<file path="config.mk">
export PLATFORM = sky130hd
export DESIGN_NAME = eeprom_ctrl
export DESIGN_NICKNAME = d
export VERILOG_FILES = /design/src/eeprom_cmd_pkg.sv /design/src/eeprom_bus_pkg.sv /design/src/eeprom_ctrl.sv /design/src/eeprom_bit_engine.sv /design/src/eeprom_frame_seq.sv /design/src/eeprom_req_stage.sv
export VERILOG_INCLUDE_DIRS = /design/src /design/src/src
export SDC_FILE = /design/constraint.sdc
export NUM_CORES = 1
export LEC_CHECK = 0
export BUFFER_PORTS_ARGS = -buffer_cell sky130_fd_sc_hd__clkbuf_2
export CAP_MARGIN = 15
export CORE_ASPECT_RATIO = 2
export CORE_MARGIN = 2
export CORE_UTILIZATION = 35
export CTS_BUF_LIST = sky130_fd_sc_hd__clkbuf_8
export CTS_CLUSTER_SIZE = 30
export DETAILED_ROUTE_END_ITERATION = 12
export GPL_ROUTABILITY_DRIVEN = 0
export PLACE_DENSITY = 0.51
export SLEW_MARGIN = 20
export SYNTH_ARGS = -nofsm -noshare
export SYNTH_HDL_FRONTEND = slang
export SYNTH_SLANG_ARGS = --single-unit
</file>
<file path="constraint.sdc">
create_clock -name CLK -period 3.36 [get_ports CLK]
set_input_delay 0.504 -clock CLK [delete_from_list [all_inputs] [get_ports CLK]]
set_output_delay 0.504 -clock CLK [all_outputs]
set_load 0.03 [all_outputs]
</file>
<file path="src/eeprom_defs.svh">
`ifndef EEPROM_DEFS_SVH
`define EEPROM_DEFS_SVH

// CLK cycles per SCL half period, 1 or more
`define EE_SCL_HALF 2

// device type code, upper nibble of the control byte
`define EE_DEV_CODE 4'b1010

// 2 Kbyte part, 11-bit address
`define EE_MEM_BYTES 2048

`endif
</file>
<file path="src/eeprom_cmd_pkg.sv">
`default_nettype none

package eeprom_cmd_pkg;

    // memory address, bits 10:8 pick the block
    typedef logic [10:0] ee_addr_t;

    typedef logic [7:0] ee_byte_t;

    typedef enum logic
    {
        OP_WRITE,
        OP_READ
    } ee_op_t;

    // command ready for framing
    typedef struct packed
    {
        ee_op_t   op;
        ee_byte_t ctrl_wr;   // control byte, write form
        ee_byte_t ctrl_rd;   // control byte, read form
        ee_byte_t word_addr; // low address byte
        ee_byte_t data;
    } ee_cmd_t;

endpackage

`default_nettype wire

</file>
<file path="src/eeprom_bus_pkg.sv">
`default_nettype none

package eeprom_bus_pkg;

    typedef enum logic [1:0]
    {
        SYM_START,
        SYM_TX,
        SYM_RX,
        SYM_STOP
    } ee_sym_kind_t;

    // one bus symbol, tx unused for start, stop and rx
    typedef struct packed
    {
        ee_sym_kind_t             kind;
        eeprom_cmd_pkg::ee_byte_t tx;
    } ee_sym_t;

    // bit engine phases
    typedef enum logic [1:0]
    {
        PH_IDLE,
        PH_LOW,   // scl low, sda may change
        PH_HIGH
    } ee_bit_phase_t;

endpackage

`default_nettype wire

</file>
<file path="src/eeprom_ctrl.sv">
`timescale 1ns/1ns
`default_nettype none

module eeprom_ctrl
(
    input  logic                     CLK,
    input  logic                     RESET,
    input  logic                     wr,
    input  logic                     rd,
    input  eeprom_cmd_pkg::ee_addr_t addr,
    input  eeprom_cmd_pkg::ee_byte_t wr_data,
    input  logic                     sda_in,
    output logic                     busy,
    output logic                     ack,
    output logic                     nack,
    output eeprom_cmd_pkg::ee_byte_t rd_data,
    output logic                     scl,
    output logic                     sda_oe
);

    eeprom_cmd_pkg::ee_cmd_t  cmd;
    logic                     cmd_go;
    logic                     cmd_done;
    logic                     done_nack;
    eeprom_cmd_pkg::ee_byte_t done_data;
    eeprom_bus_pkg::ee_sym_t  sym;
    logic                     sym_go;
    logic                     sym_done;
    logic                     sym_ack;
    eeprom_cmd_pkg::ee_byte_t sym_rx;

    eeprom_req_stage u_req (.CLK(CLK), .RESET(RESET), .wr(wr), .rd(rd), .addr(addr),
        .wr_data(wr_data), .cmd_done(cmd_done), .done_nack(done_nack),
        .done_data(done_data), .busy(busy), .ack(ack), .nack(nack), .rd_data(rd_data),
        .cmd_go(cmd_go), .cmd(cmd));

    eeprom_frame_seq u_seq (.CLK(CLK), .RESET(RESET), .cmd_go(cmd_go), .cmd(cmd),
        .sym_done(sym_done), .sym_ack(sym_ack), .sym_rx(sym_rx), .sym_go(sym_go),
        .sym(sym), .cmd_done(cmd_done), .done_nack(done_nack), .done_data(done_data));

    eeprom_bit_engine u_bit (.CLK(CLK), .RESET(RESET), .sym_go(sym_go), .sym(sym),
        .sda_in(sda_in), .scl(scl), .sda_oe(sda_oe), .sym_done(sym_done),
        .sym_ack(sym_ack), .sym_rx(sym_rx));

endmodule

`default_nettype wire

</file>
<file path="src/eeprom_bit_engine.sv">
`timescale 1ns/1ns
`default_nettype none

`include "eeprom_defs.svh"

module eeprom_bit_engine
(
    input  logic                     CLK,
    input  logic                     RESET,
    input  logic                     sym_go,
    input  eeprom_bus_pkg::ee_sym_t  sym,
    input  logic                     sda_in,
    output logic                     scl,
    output logic                     sda_oe,
    output logic                     sym_done,
    output logic                     sym_ack,
    output eeprom_cmd_pkg::ee_byte_t sym_rx
);

    localparam int              CW        = $clog2(`EE_SCL_HALF + 1);
    localparam logic [CW-1:0]   HALF_LAST = CW'(`EE_SCL_HALF - 1);
    localparam logic [3:0]      ACK_BIT   = 4'd8;  // ninth slot of a byte

    eeprom_bus_pkg::ee_bit_phase_t phase;
    eeprom_bus_pkg::ee_sym_kind_t  kind;
    eeprom_cmd_pkg::ee_byte_t      shreg;
    logic [CW-1:0]                 half_cnt;
    logic [3:0]                    bit_cnt;
    logic                          cond_sym;
    logic                          half_end;
    logic                          sym_end;
    logic                          drive_bit;

    // start and stop are a single low/high pair
    assign cond_sym = (kind == eeprom_bus_pkg::SYM_START) ||
                      (kind == eeprom_bus_pkg::SYM_STOP);
    assign half_end = (half_cnt == HALF_LAST);
    assign sym_end  = half_end && (cond_sym || bit_cnt == ACK_BIT);

    // pull-down wanted during the low half of the current slot
    always_comb
    begin
        case (kind)
            eeprom_bus_pkg::SYM_START: drive_bit = 1'b0;  // sda up before it falls
            eeprom_bus_pkg::SYM_STOP:  drive_bit = 1'b1;
            eeprom_bus_pkg::SYM_TX:    drive_bit = (bit_cnt != ACK_BIT) && !shreg[7];
            default:                   drive_bit = 1'b0;  // rx bits and master nack
        endcase
    end

    always_ff @(posedge CLK)
    begin
        if (RESET)
        begin
            phase    <= eeprom_bus_pkg::PH_IDLE;
            scl      <= 1'b1;
            sda_oe   <= 1'b0;
            sym_done <= 1'b0;
            sym_ack  <= 1'b0;
            half_cnt <= '0;
            bit_cnt  <= '0;
        end
        else
        begin
            sym_done <= 1'b0;
            case (phase)
                eeprom_bus_pkg::PH_IDLE:
                    if (sym_go)
                    begin
                        kind     <= sym.kind;
                        shreg    <= sym.tx;
                        bit_cnt  <= '0;
                        half_cnt <= '0;
                        scl      <= 1'b0;
                        phase    <= eeprom_bus_pkg::PH_LOW;
                    end
                eeprom_bus_pkg::PH_LOW:
                begin
                    if (half_cnt == '0)
                        sda_oe <= drive_bit;  // one clk after scl fell
                    if (half_end)
                    begin
                        half_cnt <= '0;
                        scl      <= 1'b1;
                        phase    <= eeprom_bus_pkg::PH_HIGH;
                    end
                    else
                        half_cnt <= half_cnt + 1'b1;
                end
                eeprom_bus_pkg::PH_HIGH:
                    if (!half_end)
                        half_cnt <= half_cnt + 1'b1;
                    else if (sym_end)
                    begin
                        // start pulls sda low, stop lets it rise, scl stays high
                        sda_oe   <= (kind == eeprom_bus_pkg::SYM_START);
                        sym_done <= 1'b1;
                        sym_rx   <= shreg;
                        phase    <= eeprom_bus_pkg::PH_IDLE;
                        if (!cond_sym)
                            sym_ack <= !sda_in;  // slave low means ack
                    end
                    else
                    begin
                        shreg    <= {shreg[6:0], sda_in};  // tx out msb, rx in lsb
                        bit_cnt  <= bit_cnt + 1'b1;
                        half_cnt <= '0;
                        scl      <= 1'b0;
                        phase    <= eeprom_bus_pkg::PH_LOW;
                    end
                default:
                    phase <= eeprom_bus_pkg::PH_IDLE;
            endcase
        end
    end

endmodule

`default_nettype wire

</file>
<file path="src/eeprom_frame_seq.sv">
`timescale 1ns/1ns
`default_nettype none

module eeprom_frame_seq
(
    input  logic                     CLK,
    input  logic                     RESET,
    input  logic                     cmd_go,
    input  eeprom_cmd_pkg::ee_cmd_t  cmd,
    input  logic                     sym_done,
    input  logic                     sym_ack,
    input  eeprom_cmd_pkg::ee_byte_t sym_rx,
    output logic                     sym_go,
    output eeprom_bus_pkg::ee_sym_t  sym,
    output logic                     cmd_done,
    output logic                     done_nack,
    output eeprom_cmd_pkg::ee_byte_t done_data
);

    typedef enum logic [3:0]
    {
        S_IDLE,
        S_START,
        S_CTRL_W,
        S_ADDR,
        S_DATA,
        S_RSTART,
        S_CTRL_R,
        S_READ,
        S_STOP
    } state_t;

    state_t                  state;
    eeprom_cmd_pkg::ee_cmd_t cmd_r;
    logic                    tx_state;

    function automatic eeprom_bus_pkg::ee_sym_t mk_sym(
        input eeprom_bus_pkg::ee_sym_kind_t kind,
        input eeprom_cmd_pkg::ee_byte_t     tx
    );
        eeprom_bus_pkg::ee_sym_t s;
        s.kind = kind;
        s.tx   = tx;
        return s;
    endfunction

    // states whose symbol ends in a slave acknowledge slot
    assign tx_state = (state == S_CTRL_W) || (state == S_ADDR) ||
                      (state == S_DATA) || (state == S_CTRL_R);

    always_ff @(posedge CLK)
    begin
        if (RESET)
        begin
            state     <= S_IDLE;
            sym_go    <= 1'b0;
            cmd_done  <= 1'b0;
            done_nack <= 1'b0;
        end
        else
        begin
            sym_go   <= 1'b0;
            cmd_done <= 1'b0;
            if (state == S_IDLE)
            begin
                if (cmd_go)
                begin
                    cmd_r     <= cmd;
                    done_nack <= 1'b0;
                    sym_go    <= 1'b1;
                    sym       <= mk_sym(eeprom_bus_pkg::SYM_START, 8'h00);
                    state     <= S_START;
                end
            end
            else if (sym_done)
            begin
                sym_go <= (state != S_STOP);
                if (tx_state && !sym_ack)
                begin
                    done_nack <= 1'b1;  // no ack, close the frame
                    sym       <= mk_sym(eeprom_bus_pkg::SYM_STOP, 8'h00);
                    state     <= S_STOP;
                end
                else
                begin
                    case (state)
                        S_START:
                        begin
                            sym   <= mk_sym(eeprom_bus_pkg::SYM_TX, cmd_r.ctrl_wr);
                            state <= S_CTRL_W;
                        end
                        S_CTRL_W:
                        begin
                            sym   <= mk_sym(eeprom_bus_pkg::SYM_TX, cmd_r.word_addr);
                            state <= S_ADDR;
                        end
                        S_ADDR:
                            if (cmd_r.op == eeprom_cmd_pkg::OP_WRITE)
                            begin
                                sym   <= mk_sym(eeprom_bus_pkg::SYM_TX, cmd_r.data);
                                state <= S_DATA;
                            end
                            else
                            begin
                                sym   <= mk_sym(eeprom_bus_pkg::SYM_START, 8'h00); // repeated
                                state <= S_RSTART;
                            end
                        S_RSTART:
                        begin
                            sym   <= mk_sym(eeprom_bus_pkg::SYM_TX, cmd_r.ctrl_rd);
                            state <= S_CTRL_R;
                        end
                        S_CTRL_R:
                        begin
                            sym   <= mk_sym(eeprom_bus_pkg::SYM_RX, 8'h00);
                            state <= S_READ;
                        end
                        S_DATA, S_READ:
                        begin
                            if (state == S_READ)
                                done_data <= sym_rx;
                            sym   <= mk_sym(eeprom_bus_pkg::SYM_STOP, 8'h00);
                            state <= S_STOP;
                        end
                        default:
                        begin
                            cmd_done <= 1'b1;  // stop is out, frame over
                            state    <= S_IDLE;
                        end
                    endcase
                end
            end
        end
    end

endmodule

`default_nettype wire

</file>
<file path="src/eeprom_req_stage.sv">
`timescale 1ns/1ns
`default_nettype none

`include "eeprom_defs.svh"

module eeprom_req_stage
(
    input  logic                     CLK,
    input  logic                     RESET,
    input  logic                     wr,
    input  logic                     rd,
    input  eeprom_cmd_pkg::ee_addr_t addr,
    input  eeprom_cmd_pkg::ee_byte_t wr_data,
    input  logic                     cmd_done,
    input  logic                     done_nack,
    input  eeprom_cmd_pkg::ee_byte_t done_data,
    output logic                     busy,
    output logic                     ack,
    output logic                     nack,
    output eeprom_cmd_pkg::ee_byte_t rd_data,
    output logic                     cmd_go,
    output eeprom_cmd_pkg::ee_cmd_t  cmd
);

    always_ff @(posedge CLK)
    begin
        if (RESET)
        begin
            busy    <= 1'b0;
            ack     <= 1'b0;
            nack    <= 1'b0;
            rd_data <= '0;
            cmd_go  <= 1'b0;
        end
        else
        begin
            ack    <= 1'b0;
            cmd_go <= 1'b0;
            if (!busy && (wr || rd))
            begin
                busy          <= 1'b1;
                cmd_go        <= 1'b1;
                cmd.op        <= wr ? eeprom_cmd_pkg::OP_WRITE : eeprom_cmd_pkg::OP_READ;
                cmd.ctrl_wr   <= {`EE_DEV_CODE, addr[10:8], 1'b0};
                cmd.ctrl_rd   <= {`EE_DEV_CODE, addr[10:8], 1'b1};
                cmd.word_addr <= addr[7:0];
                cmd.data      <= wr_data;
            end
            else if (busy && cmd_done)
            begin
                busy <= 1'b0;
                ack  <= 1'b1;
                nack <= done_nack;
                if (cmd.op == eeprom_cmd_pkg::OP_READ && !done_nack)
                    rd_data <= done_data;  // last good read is kept
            end
        end
    end

endmodule

`default_nettype wire

</file>
-- After elaboration in Yosys (flattened, before gate mapping)
Cells that the tools add are included.
- output and inout bits: 13
- bits in registers: 107
- logic and storage cells: 167
- multiplexer cells: 54
- $add $sub $neg: 2
- bitwise logic cells: 8
- reductions and logical operators: 50
- equal/unequal tests: 23
- operator list (cell ; number):
    $pmux 10 s6 ; 1
    $mux 10 ; 4
    $mux 4 ; 7
    $mux 8 ; 3
    $pmux 4 s6 ; 1
    $mux 1 ; 23
    $reduce_and 4->1 ; 5
    $reduce_and 3->1 ; 6
    $eq 4x3->1 const B ; 4
    $pmux 8 s2 ; 1
    $mux 2 ; 7
    $pmux 2 s3 ; 2
    $reduce_and 5->1 ; 2
    $reduce_bool 2->1 ; 5
    $mux 9 ; 1
    $eq 4x2->1 const B ; 2
    $ne 2x1->1 const B ; 4
    $ne 4x4->1 const B ; 2
    $not 1->1 ; 8
    $pmux 4 s2 ; 1
    $reduce_bool 8->1 ; 1
    $reduce_or 7->1 ; 1
    $eq 2x1->1 const B ; 3
    $logic_and 1x1->1 ; 6
    other kinds (19) ; 37

-- Depth between registers and ports, before layout
Gate-level depths: netlist (run 1).
- word-level depth: 8
- gate-level depth with buffers: 7
- depth with buffers taken out: 6

-- Cells and area by module
Synthesis (run 1) repeated with hierarchy kept, for this count alone.
- cells, all modules: 369
- area total of the unflattened synthesis: 5106.1 um^2
- modules (own cells, without submodules) (module ; times used ; cells each ; area an instance (um^2) ; seq. area each (um^2)):
    eeprom_frame_seq ; 1 ; 166 ; 2444.8 ; 1671.6
    eeprom_bit_engine ; 1 ; 116 ; 1437.6 ; 780.7
    eeprom_req_stage ; 1 ; 87 ; 1223.7 ; 840.8

-- Worst setup path before layout (run 1)
No wires, ideal clock.
- kind: input-to-reg
- from: input RESET
- to: register, netlist name u_req.cmd[0]
- stages: 3
- arrival: 2.349 ns
- setup slack: 0.588 ns
- buffers on the path: 2
- data required time: 2.938 ns
- path through: clkbuf_1 > buf_1 > nor3_1
- longest elaborated chain between the ends: 2
- RTL lines (item ; RTL line ; RTL):
    start, declared ; eeprom_ctrl.sv:7 ; input logic RESET,
    $not 1->1 (no source line) ; - ;
    $reduce_and 2->1 (no source line) ; - ;
No other way between the ends.
A chain may end at the register's enable or synchronous reset.

-- Worst setup path in the final report (run 1)
- from: register u_bit.phase[0]
- to: register u_bit.shreg[5] (enable)
- longest elaborated chain between the ends: 3
- elaborated cells on any way between the ends: 7
- those cells by class: eq/ne: 4; reduce/logical: 3
- RTL lines (item ; RTL line ; RTL):
    start, declared ; eeprom_bit_engine.sv:24 ; eeprom_bus_pkg::ee_bit_phase_t phase;
    start signal, assigned ; eeprom_bit_engine.sv:55 ; phase <= eeprom_bus_pkg::PH_IDLE;
    start signal, assigned ; eeprom_bit_engine.sv:75 ; phase <= eeprom_bus_pkg::PH_LOW;
    start signal, assigned ; eeprom_bit_engine.sv:85 ; phase <= eeprom_bus_pkg::PH_HIGH;
    $eq 2x2->1 / $logic_not 2->1 (equally long branches) ; eeprom_bit_engine.sv:66 ; case (phase)
    $ne 2x1->1 (no source line), or another cell as far along ; - ;
    $reduce_and 5->1 (no source line) (*) ; - ;
    end signal, assigned ; eeprom_bit_engine.sv:71 ; shreg <= sym.tx;
    end signal, assigned ; eeprom_bit_engine.sv:105 ; shreg <= {shreg[6:0], sda_in};
    end, declared ; eeprom_bit_engine.sv:26 ; eeprom_cmd_pkg::ee_byte_t shreg;
Every way passes the cells marked *; elsewhere a longest branch is shown, timed or not.

==> results.py, run 1 <==
metrics = {
    "sta": {
        "finalHoldViolCount": 0,
        "clock_skew_ns": 0.0102,
        "whs_ns": 0.295,
        "setup_viol": 0,
        "grt_setup_unrepaired": "no",
        "fmax_mhz": 415,
        "layout_min_cycle_time_ns": 2.41,
        "worst_slew_pin_slew_ns": 0.744,
        "max_slew_margin": 0.500,
        "setup_tns_ns": 0,
        "min_period_over_period": 0.717,
        "slew_viol_final": 0,
    },
    "pwr": {
        "p_sw_mw": 0.651,
        "leakagePower_nw": 1.67,
        "powerDensity_nw_per_um2": 517,
        "swShare": 0.261,
        "p_clk_frac": 0.320,
        "p_comb_frac": 0.085,
        "p_total_mw": 2.49,
        "seqPwrFrac": 0.595,
        "ir_drop_uv": 230,
        "p_int_mw": 1.84,
    },
    "clock_network": {
        "cts_made_buffers": 9,
        "ctsHoldBuffers": 0,
        "clock-root-buffer": "clkbuf_8",
        "cts_resized": 0,
        "cts_htree_levels": 3,
        "post_cts_buffers": 0,
        "path_clk_slew_ns": 0.11,
        "cts.sinks": 107,
        "cts_tree": "done",
        "cts_buffer_depth": 2,
        "clkLatencyLatePin_ns": 0.37,
    },
    "synth": {
        "synth_area_um2": 4250,
        "synth.avg_cell_area_um2": 13.2,
        "async_flop_share": 0,
        "synth_edf_count": 76,
        "synth_top_family_by_area": "simple AND/OR/NAND/NOR gates",
        "synth_ff_type": "edfxtp_1",
        "synth_cell_types": 44,
        "synth_adder_area_share": 0.0265,
        "synth_xor_area_frac": 0.00206,
        "syn_inst": 321,
        "yosys.area_share.simple": 0.126,
        "synth-seq-area-share": 0.683,
        "synth-compound-area-share": 0.103,
        "synthMuxAreaShare": 0.0309,
        "syn-num-nets": 354,
        "ys_ff_latch": 107,
        "yosysWarnings": 0,
    },
    "critical_path": {
        "crit_path_end_kind": "register",
        "critical_path_class": "register to register",
        "reg2reg_depth": 5,
        "start_kind": "register",
        "crit_chain": "inv_1 > ha_1 > mux2i_1 > a211o_1 > nor2_1",
        "cp_top_family": "adder cells",
        "crit_arrival_ns": 2.42,
        "crit_cells": 5,
        "crit_buf_inv": 1,
        "cp_max_fo": 19,
        "worstPathRequired_ns": 3.37,
        "crit_path_max_incr_delay_ns": 0.58,
        "cp_slowest_cell": "ha_1",
    },
    "detailed_routing": {
        "dr.pass1.iters": 4,
        "vias": 2547,
        "drc_errors": 0,
        "postRouteAntennaNets": 0,
        "wirelength_mm": 8.04,
        "avgRoutedWirePerCell_um": 15.6,
        "dr.first_iter.drc_count": 190,
        "vias_per_cell": 4.96,
    },
    "hold_path": {
        "hold_class": "primary input to register",
        "holdPathStages": 1,
    },
    "floorplan": {
        "dieArea_um2": 13100,
        "start_util": 0.355,
        "die_h_um": 160,
        "pin_count": 37,
        "row_count": 57,
        "core-area_um2": 12000,
        "die_width_um": 81.9,
    },
    "global_route": {
        "grt_pass1_vias": 2661,
        "antenna_found_initial": 0,
        "grt_overflow": 0,
        "grt_max_degree": 23,
        "grt_usage": 0.132,
        "grt_pass1_wl_mm": 12.9,
    },
    "final_layout": {
        "area_growth_pct": 13.3,
        "fin_util": 0.402,
        "finalInstanceArea_um2": 4810,
        "final_nets": 395,
        "n_antenna_cell": 0,
        "drive_gt1_frac": 0.196,
    },
    "outcome": {
        "status": "finished, final reports clean",
    },
    "place": {
        "placed_cell_area_um2": 4600,
        "io_buffers": 36,
        "dp_hpwl_mm": 5.89,
    },
    "flow_run": {
        "maxCapViolCount": 0,
    },
}
-- worst register-to-register path: stages, from the launching register on --
cell and delay (ns):
dfxtp_1 0.35, inv_1 0.09, ha_1 0.59, mux2i_1 0.20
a211o_1 0.33, nor2_1 0.50
-- power groups by stage --
| stage | Combinational, mW | Sequential [mW] | Clock (mW) |
|---|---|---|---|
| floorplan | 0.134 | 1.52 | 0 |
| global placement | 0.207 | 1.51 | 0 |
| detailed placement | 0.211 | 1.51 | 0 |
| CTS | 0.212 | 1.48 | 0.829 |
| global route | 0.234 | 1.49 | 0.875 |
| finish | 0.211 | 1.48 | 0.797 |
-- final cells by class --
cell class	instances	area (µm²)
Timing Repair Buffer	42	225
Fill cell	1146	7170
Clock inverter	7	88.8
Sequential cell	107	2900
Tap cell	147	184
Inverter	14	52.6
Clock buffer	9	124
Multi-Input combinational cell	188	1230
-- registers in the layout, summed over array words and instances (netlist names), 2 cells and up --
signal           count
u_bit.bit_cnt        4
u_bit.half_cnt       2
u_bit.kind           2
u_bit.phase          2
u_bit.shreg          8
u_bit.sym_rx         8
u_req.cmd           20
u_req.rd_data        8
u_seq.cmd_r         20
u_seq.done_data      8
u_seq.state          4
u_seq.sym           10
-- cell usage in the layout (no fill, tap or decap), drive strengths merged, types with 3 or more instances in the layout --
| master | n |
|---|---|
| nor2 | 21 |
| nor3b | 3 |
| a21oi | 21 |
| ha | 9 |
| mux2 | 9 |
| mux2i | 3 |
| nand2 | 31 |
| nand3b | 5 |
| dfxtp | 31 |
| nand2b | 10 |
| o21ai | 10 |
| a211oi | 6 |
| a21o | 4 |
| inv | 18 |
| buf | 6 |
| clkinv | 3 |
| clkbuf | 45 |
| o31ai | 4 |
| edfxtp | 76 |
| a32o | 3 |
| nor3 | 8 |
| nor2b | 5 |
| a22oi | 6 |
| nor4 | 5 |
| nand3 | 5 |
-- cell families (layout without fill, tap and decap cells) --
family,Yosys count,in the layout
xor+xnor,1,1
buf+inv,26,72
flops,107,107
compound gates,66,66
mux,12,12
fa+ha+maj,9,9
simple gates,100,100
-- worst paths after layout --
check,from,to,slack [ns]
worst max-delay path,u_bit.phase[0]$_SDFFE_PP0P_,u_bit.shreg[5]$_DFFE_PP_,0.95
worst max register to register,u_bit.phase[0]$_SDFFE_PP0P_,u_bit.shreg[5]$_DFFE_PP_,0.95
worst min register to register,u_bit.sym_rx[2]$_DFFE_PP_,u_seq.done_data[2]$_DFFE_PP_,0.43
worst min-delay path,addr[7],u_req.cmd[15]$_DFFE_PP_,0.30
-- per-stage QoR --
stage,setup WS [ns],instances
2_1_floorplan,0.588,321
3_3_place_gp,1.07,498
3_5_place_dp,0.935,498
4_1_cts,0.917,514
5_1_grt,0.740,514
6_report,0.951,514
-- layer usage --
| metal | routed length (µm) | track usage |
|---|---|---|
| met1 | 3260 | 0.151 |
| met2 | 4430 | 0.235 |
| met3 | 262 | 0.0254 |
| met4 | 88 | 0.0470 |
| met5 | 0 | 0 |
-- synth_stat cells (all sizes together), types with 3 or more instances --
master	n	area share
ha	9	0.027
nor2	21	0.019
nor4	5	0.016
a21o	4	0.0071
edfxtp	76	0.54
nand2b	10	0.015
mux2i	3	0.0071
nor3b	3	0.0065
a21oi	21	0.025
nor3	8	0.0094
a211oi	6	0.011
dfxtp	31	0.15
buf	7	0.011
nand2	31	0.027
a22oi	6	0.011
nand3b	5	0.0088
nand3	5	0.0059
nor2b	5	0.0074
a32o	3	0.0071
inv	14	0.012
clkbuf	5	0.0044
mux2	9	0.024
o21ai	10	0.012
o31ai	4	0.0071
(Power assumes the default switching activity.)
==> run 2: changes to the inputs <==
--- a/config.mk
+++ b/config.mk
@@ -15,7 +15,7 @@
 export CTS_CLUSTER_SIZE = 30
 export DETAILED_ROUTE_END_ITERATION = 12
 export GPL_ROUTABILITY_DRIVEN = 0
-export PLACE_DENSITY = 0.51
+export PLACE_DENSITY = 0.52
 export SLEW_MARGIN = 20
 export SYNTH_ARGS = -nofsm -noshare
 export SYNTH_HDL_FRONTEND = slang
==> constraint.sdc (replaced) <==
create_clock -name CLK -period 2.2 [get_ports CLK]
set_input_delay 0.33 -clock CLK [delete_from_list [all_inputs] [get_ports CLK]]
set_output_delay 0.33 -clock CLK [all_outputs]
set_load 0.03 [all_outputs]
==> run 2 against run 1 <==
Combinational power is 57% higher. Clock power is 54% higher. Register-to-register slack worse by 0.72 ns. Count of clock-buffer cells in the layout stayed put. Clock skew is 0.0049 ns higher.
==> results.py, run 2 (same netlist as run 1, synthesis figures left out) <==
metrics = {
    "place": {
        "post-place-cells": 504,
        "io_buffers": 36,
        "dp_hpwl_mm": 5.45,
        "pre_cts_ws_ns": 0.277,
    },
    "pwr": {
        "powerDensity_nw_per_um2": 787,
        "p_clk_frac": 0.322,
        "p_sw_mw": 1.01,
        "ir_drop_uv": 412,
        "p_total_mw": 3.82,
        "swShare": 0.264,
        "seqPwrFrac": 0.591,
        "leakagePower_nw": 1.70,
        "p_int_mw": 2.81,
        "p_comb_frac": 0.087,
    },
    "critical_path": {
        "worstPathRequired_ns": 2.30,
        "cp_slowest_cell": "dfxtp_1",
        "crit_chain": "inv_1 > ha_1 > and4b_1 > a211o_1 > nor2_1 > buf_4",
        "crit_path_end_kind": "register",
        "critical_path_class": "register to register",
        "crit_arrival_ns": 2.07,
        "crit_path_max_incr_delay_ns": 0.41,
        "start_kind": "register",
        "cp_max_fo": 9,
    },
    "final_layout": {
        "fin_util": 0.405,
        "nFillCells": 1146,
        "final_cell_mix": "edfxtp_1 (76), clkbuf_2 (36), nand2_1 (31), dfxtp_1 (31)",
        "regArea_um2": 2900,
        "drive_gt1_frac": 0.209,
        "reg.largest.list": "u_req.cmd (20), u_seq.cmd_r (20), u_seq.sym (10)",
        "n_antenna_cell": 0,
        "area_growth_pct": 14.4,
        "fin_cells": 520,
        "multi_input_area_um2": 1230,
        "final_nets": 401,
        "layout_commonest_cell": "edfxtp_1",
    },
    "detailed_routing": {
        "dr.pass1.iters": 4,
        "wirelength_mm": 7.39,
        "avgRoutedWirePerCell_um": 14.2,
        "drc_errors": 0,
        "dr.first_iter.drc_count": 190,
        "vias": 2608,
        "vias_per_cell": 5.02,
        "postRouteAntennaNets": 0,
    },
    "floorplan": {
        "row_count": 57,
        "core-area_um2": 12000,
        "die_width_um": 81.9,
        "die_h_um": 160,
        "dieArea_um2": 13100,
        "pin_count": 37,
        "start_util": 0.355,
    },
    "sta": {
        "setup_viol": 0,
        "slew_viol_final": 0,
        "max_slew_margin": 0.567,
        "worst_slew_pin_slew_ns": 0.646,
        "finalHoldViolCount": 0,
        "min_period_over_period": 0.897,
        "fmax_mhz": 507,
        "finalWorstSetupSlack_ns": 0.226,
        "setup_tns_ns": 0,
        "clock_skew_ns": 0.0152,
        "layout_min_cycle_time_ns": 1.97,
        "grt_setup_unrepaired": "no",
    },
    "flow_run": {
        "maxCapViolCount": 0,
    },
    "global_route": {
        "antenna_found_initial": 0,
        "grt_pass1_wl_mm": 12.3,
        "grt_usage": 0.124,
        "grt_pass1_vias": 2691,
        "grt_overflow": 0,
        "grt_max_degree": 24,
    },
    "clock_network": {
        "cts_tree": "done",
        "cts_htree_levels": 3,
        "clkLatencyLatePin_ns": 0.38,
        "cts.sinks": 107,
        "clock-root-buffer": "clkbuf_8",
        "path_clk_slew_ns": 0.12,
        "cts_made_buffers": 9,
        "cts_buffer_depth": 2,
        "ctsHoldBuffers": 0,
        "post_cts_buffers": 0,
        "cts_resized": 0,
    },
    "hold_path": {
        "hold_class": "primary input to register",
    },
    "outcome": {
        "status": "finished, final reports clean",
    },
}
==> run 2: changes by cell type in the layout (fill, tap and decap cells not counted) <==
cell	delta
clkinv_4	+1
buf_4	+6
inv_6	-2
inv_8	+1
==> run 2: metal layers <==
metal	track usage	routed length, µm	up-vias
met1	0.131	2780	1244
met3	0.0243	310	18
met5	0	0	-
met4	0.0818	225	0
li1	-	-	1284
met2	0.214	4080	62
==> run 2: critical path, delay by kind of cell, from the launching register on <==
kind	cells	cell delay, ns
buffers and inverters	2	0.27
AND/OR/NAND/NOR	2	0.36
AO/OA/AOI/OAI	1	0.33
adder cells (fa/ha/maj)	1	0.31
flip-flops	1	0.41
==> run 2: worst paths after layout <==
kind / endpoint / startpoint / slack, ns / cells past startpoint
worst min register to register: u_seq.cmd_r[13]$_DFFE_PP_ / u_req.cmd[13]$_DFFE_PP_ / 0.43 / 0
worst min-delay path: u_req.cmd[26]$_DFFE_PP_ / addr[9] / 0.11 / 1
worst max-delay path: u_bit.shreg[5]$_DFFE_PP_ / u_bit.phase[0]$_SDFFE_PP0P_ / 0.23 / 6
worst max register to register: u_bit.shreg[5]$_DFFE_PP_ / u_bit.phase[0]$_SDFFE_PP0P_ / 0.23 / 6
==> run 2: stage by stage <==
| stage | hold WS (ns) | area [µm²] |
|---|---|---|
| 3_5_place_dp | 0.405 | 4640 |
| 2_1_floorplan | 0.400 | 4250 |
| 3_3_place_gp | 0.402 | 4640 |
| 5_1_grt | 0.0842 | 4860 |
| 6_report | 0.113 | 4860 |
| 4_1_cts | 0.0900 | 4860 |
==> run 2: area by class of cell <==
type	count	area share
flip-flops and latches	107	0.597
repair buffers	48	0.0556
inverters	14	0.0108
well taps	147	0.0379
multi-input cells	188	0.254
clock buffers	9	0.0255
clock inverters	7	0.0188
==> run 2: power groups by stage <==
stage / Clock [mW] / Sequential (mW) / Combinational (mW)
finish: 1.23 / 2.26 / 0.331
global route: 1.36 / 2.27 / 0.369
CTS: 1.28 / 2.26 / 0.331
detailed placement: 0 / 2.31 / 0.327
global placement: 0 / 2.30 / 0.311
floorplan: 0 / 2.32 / 0.206
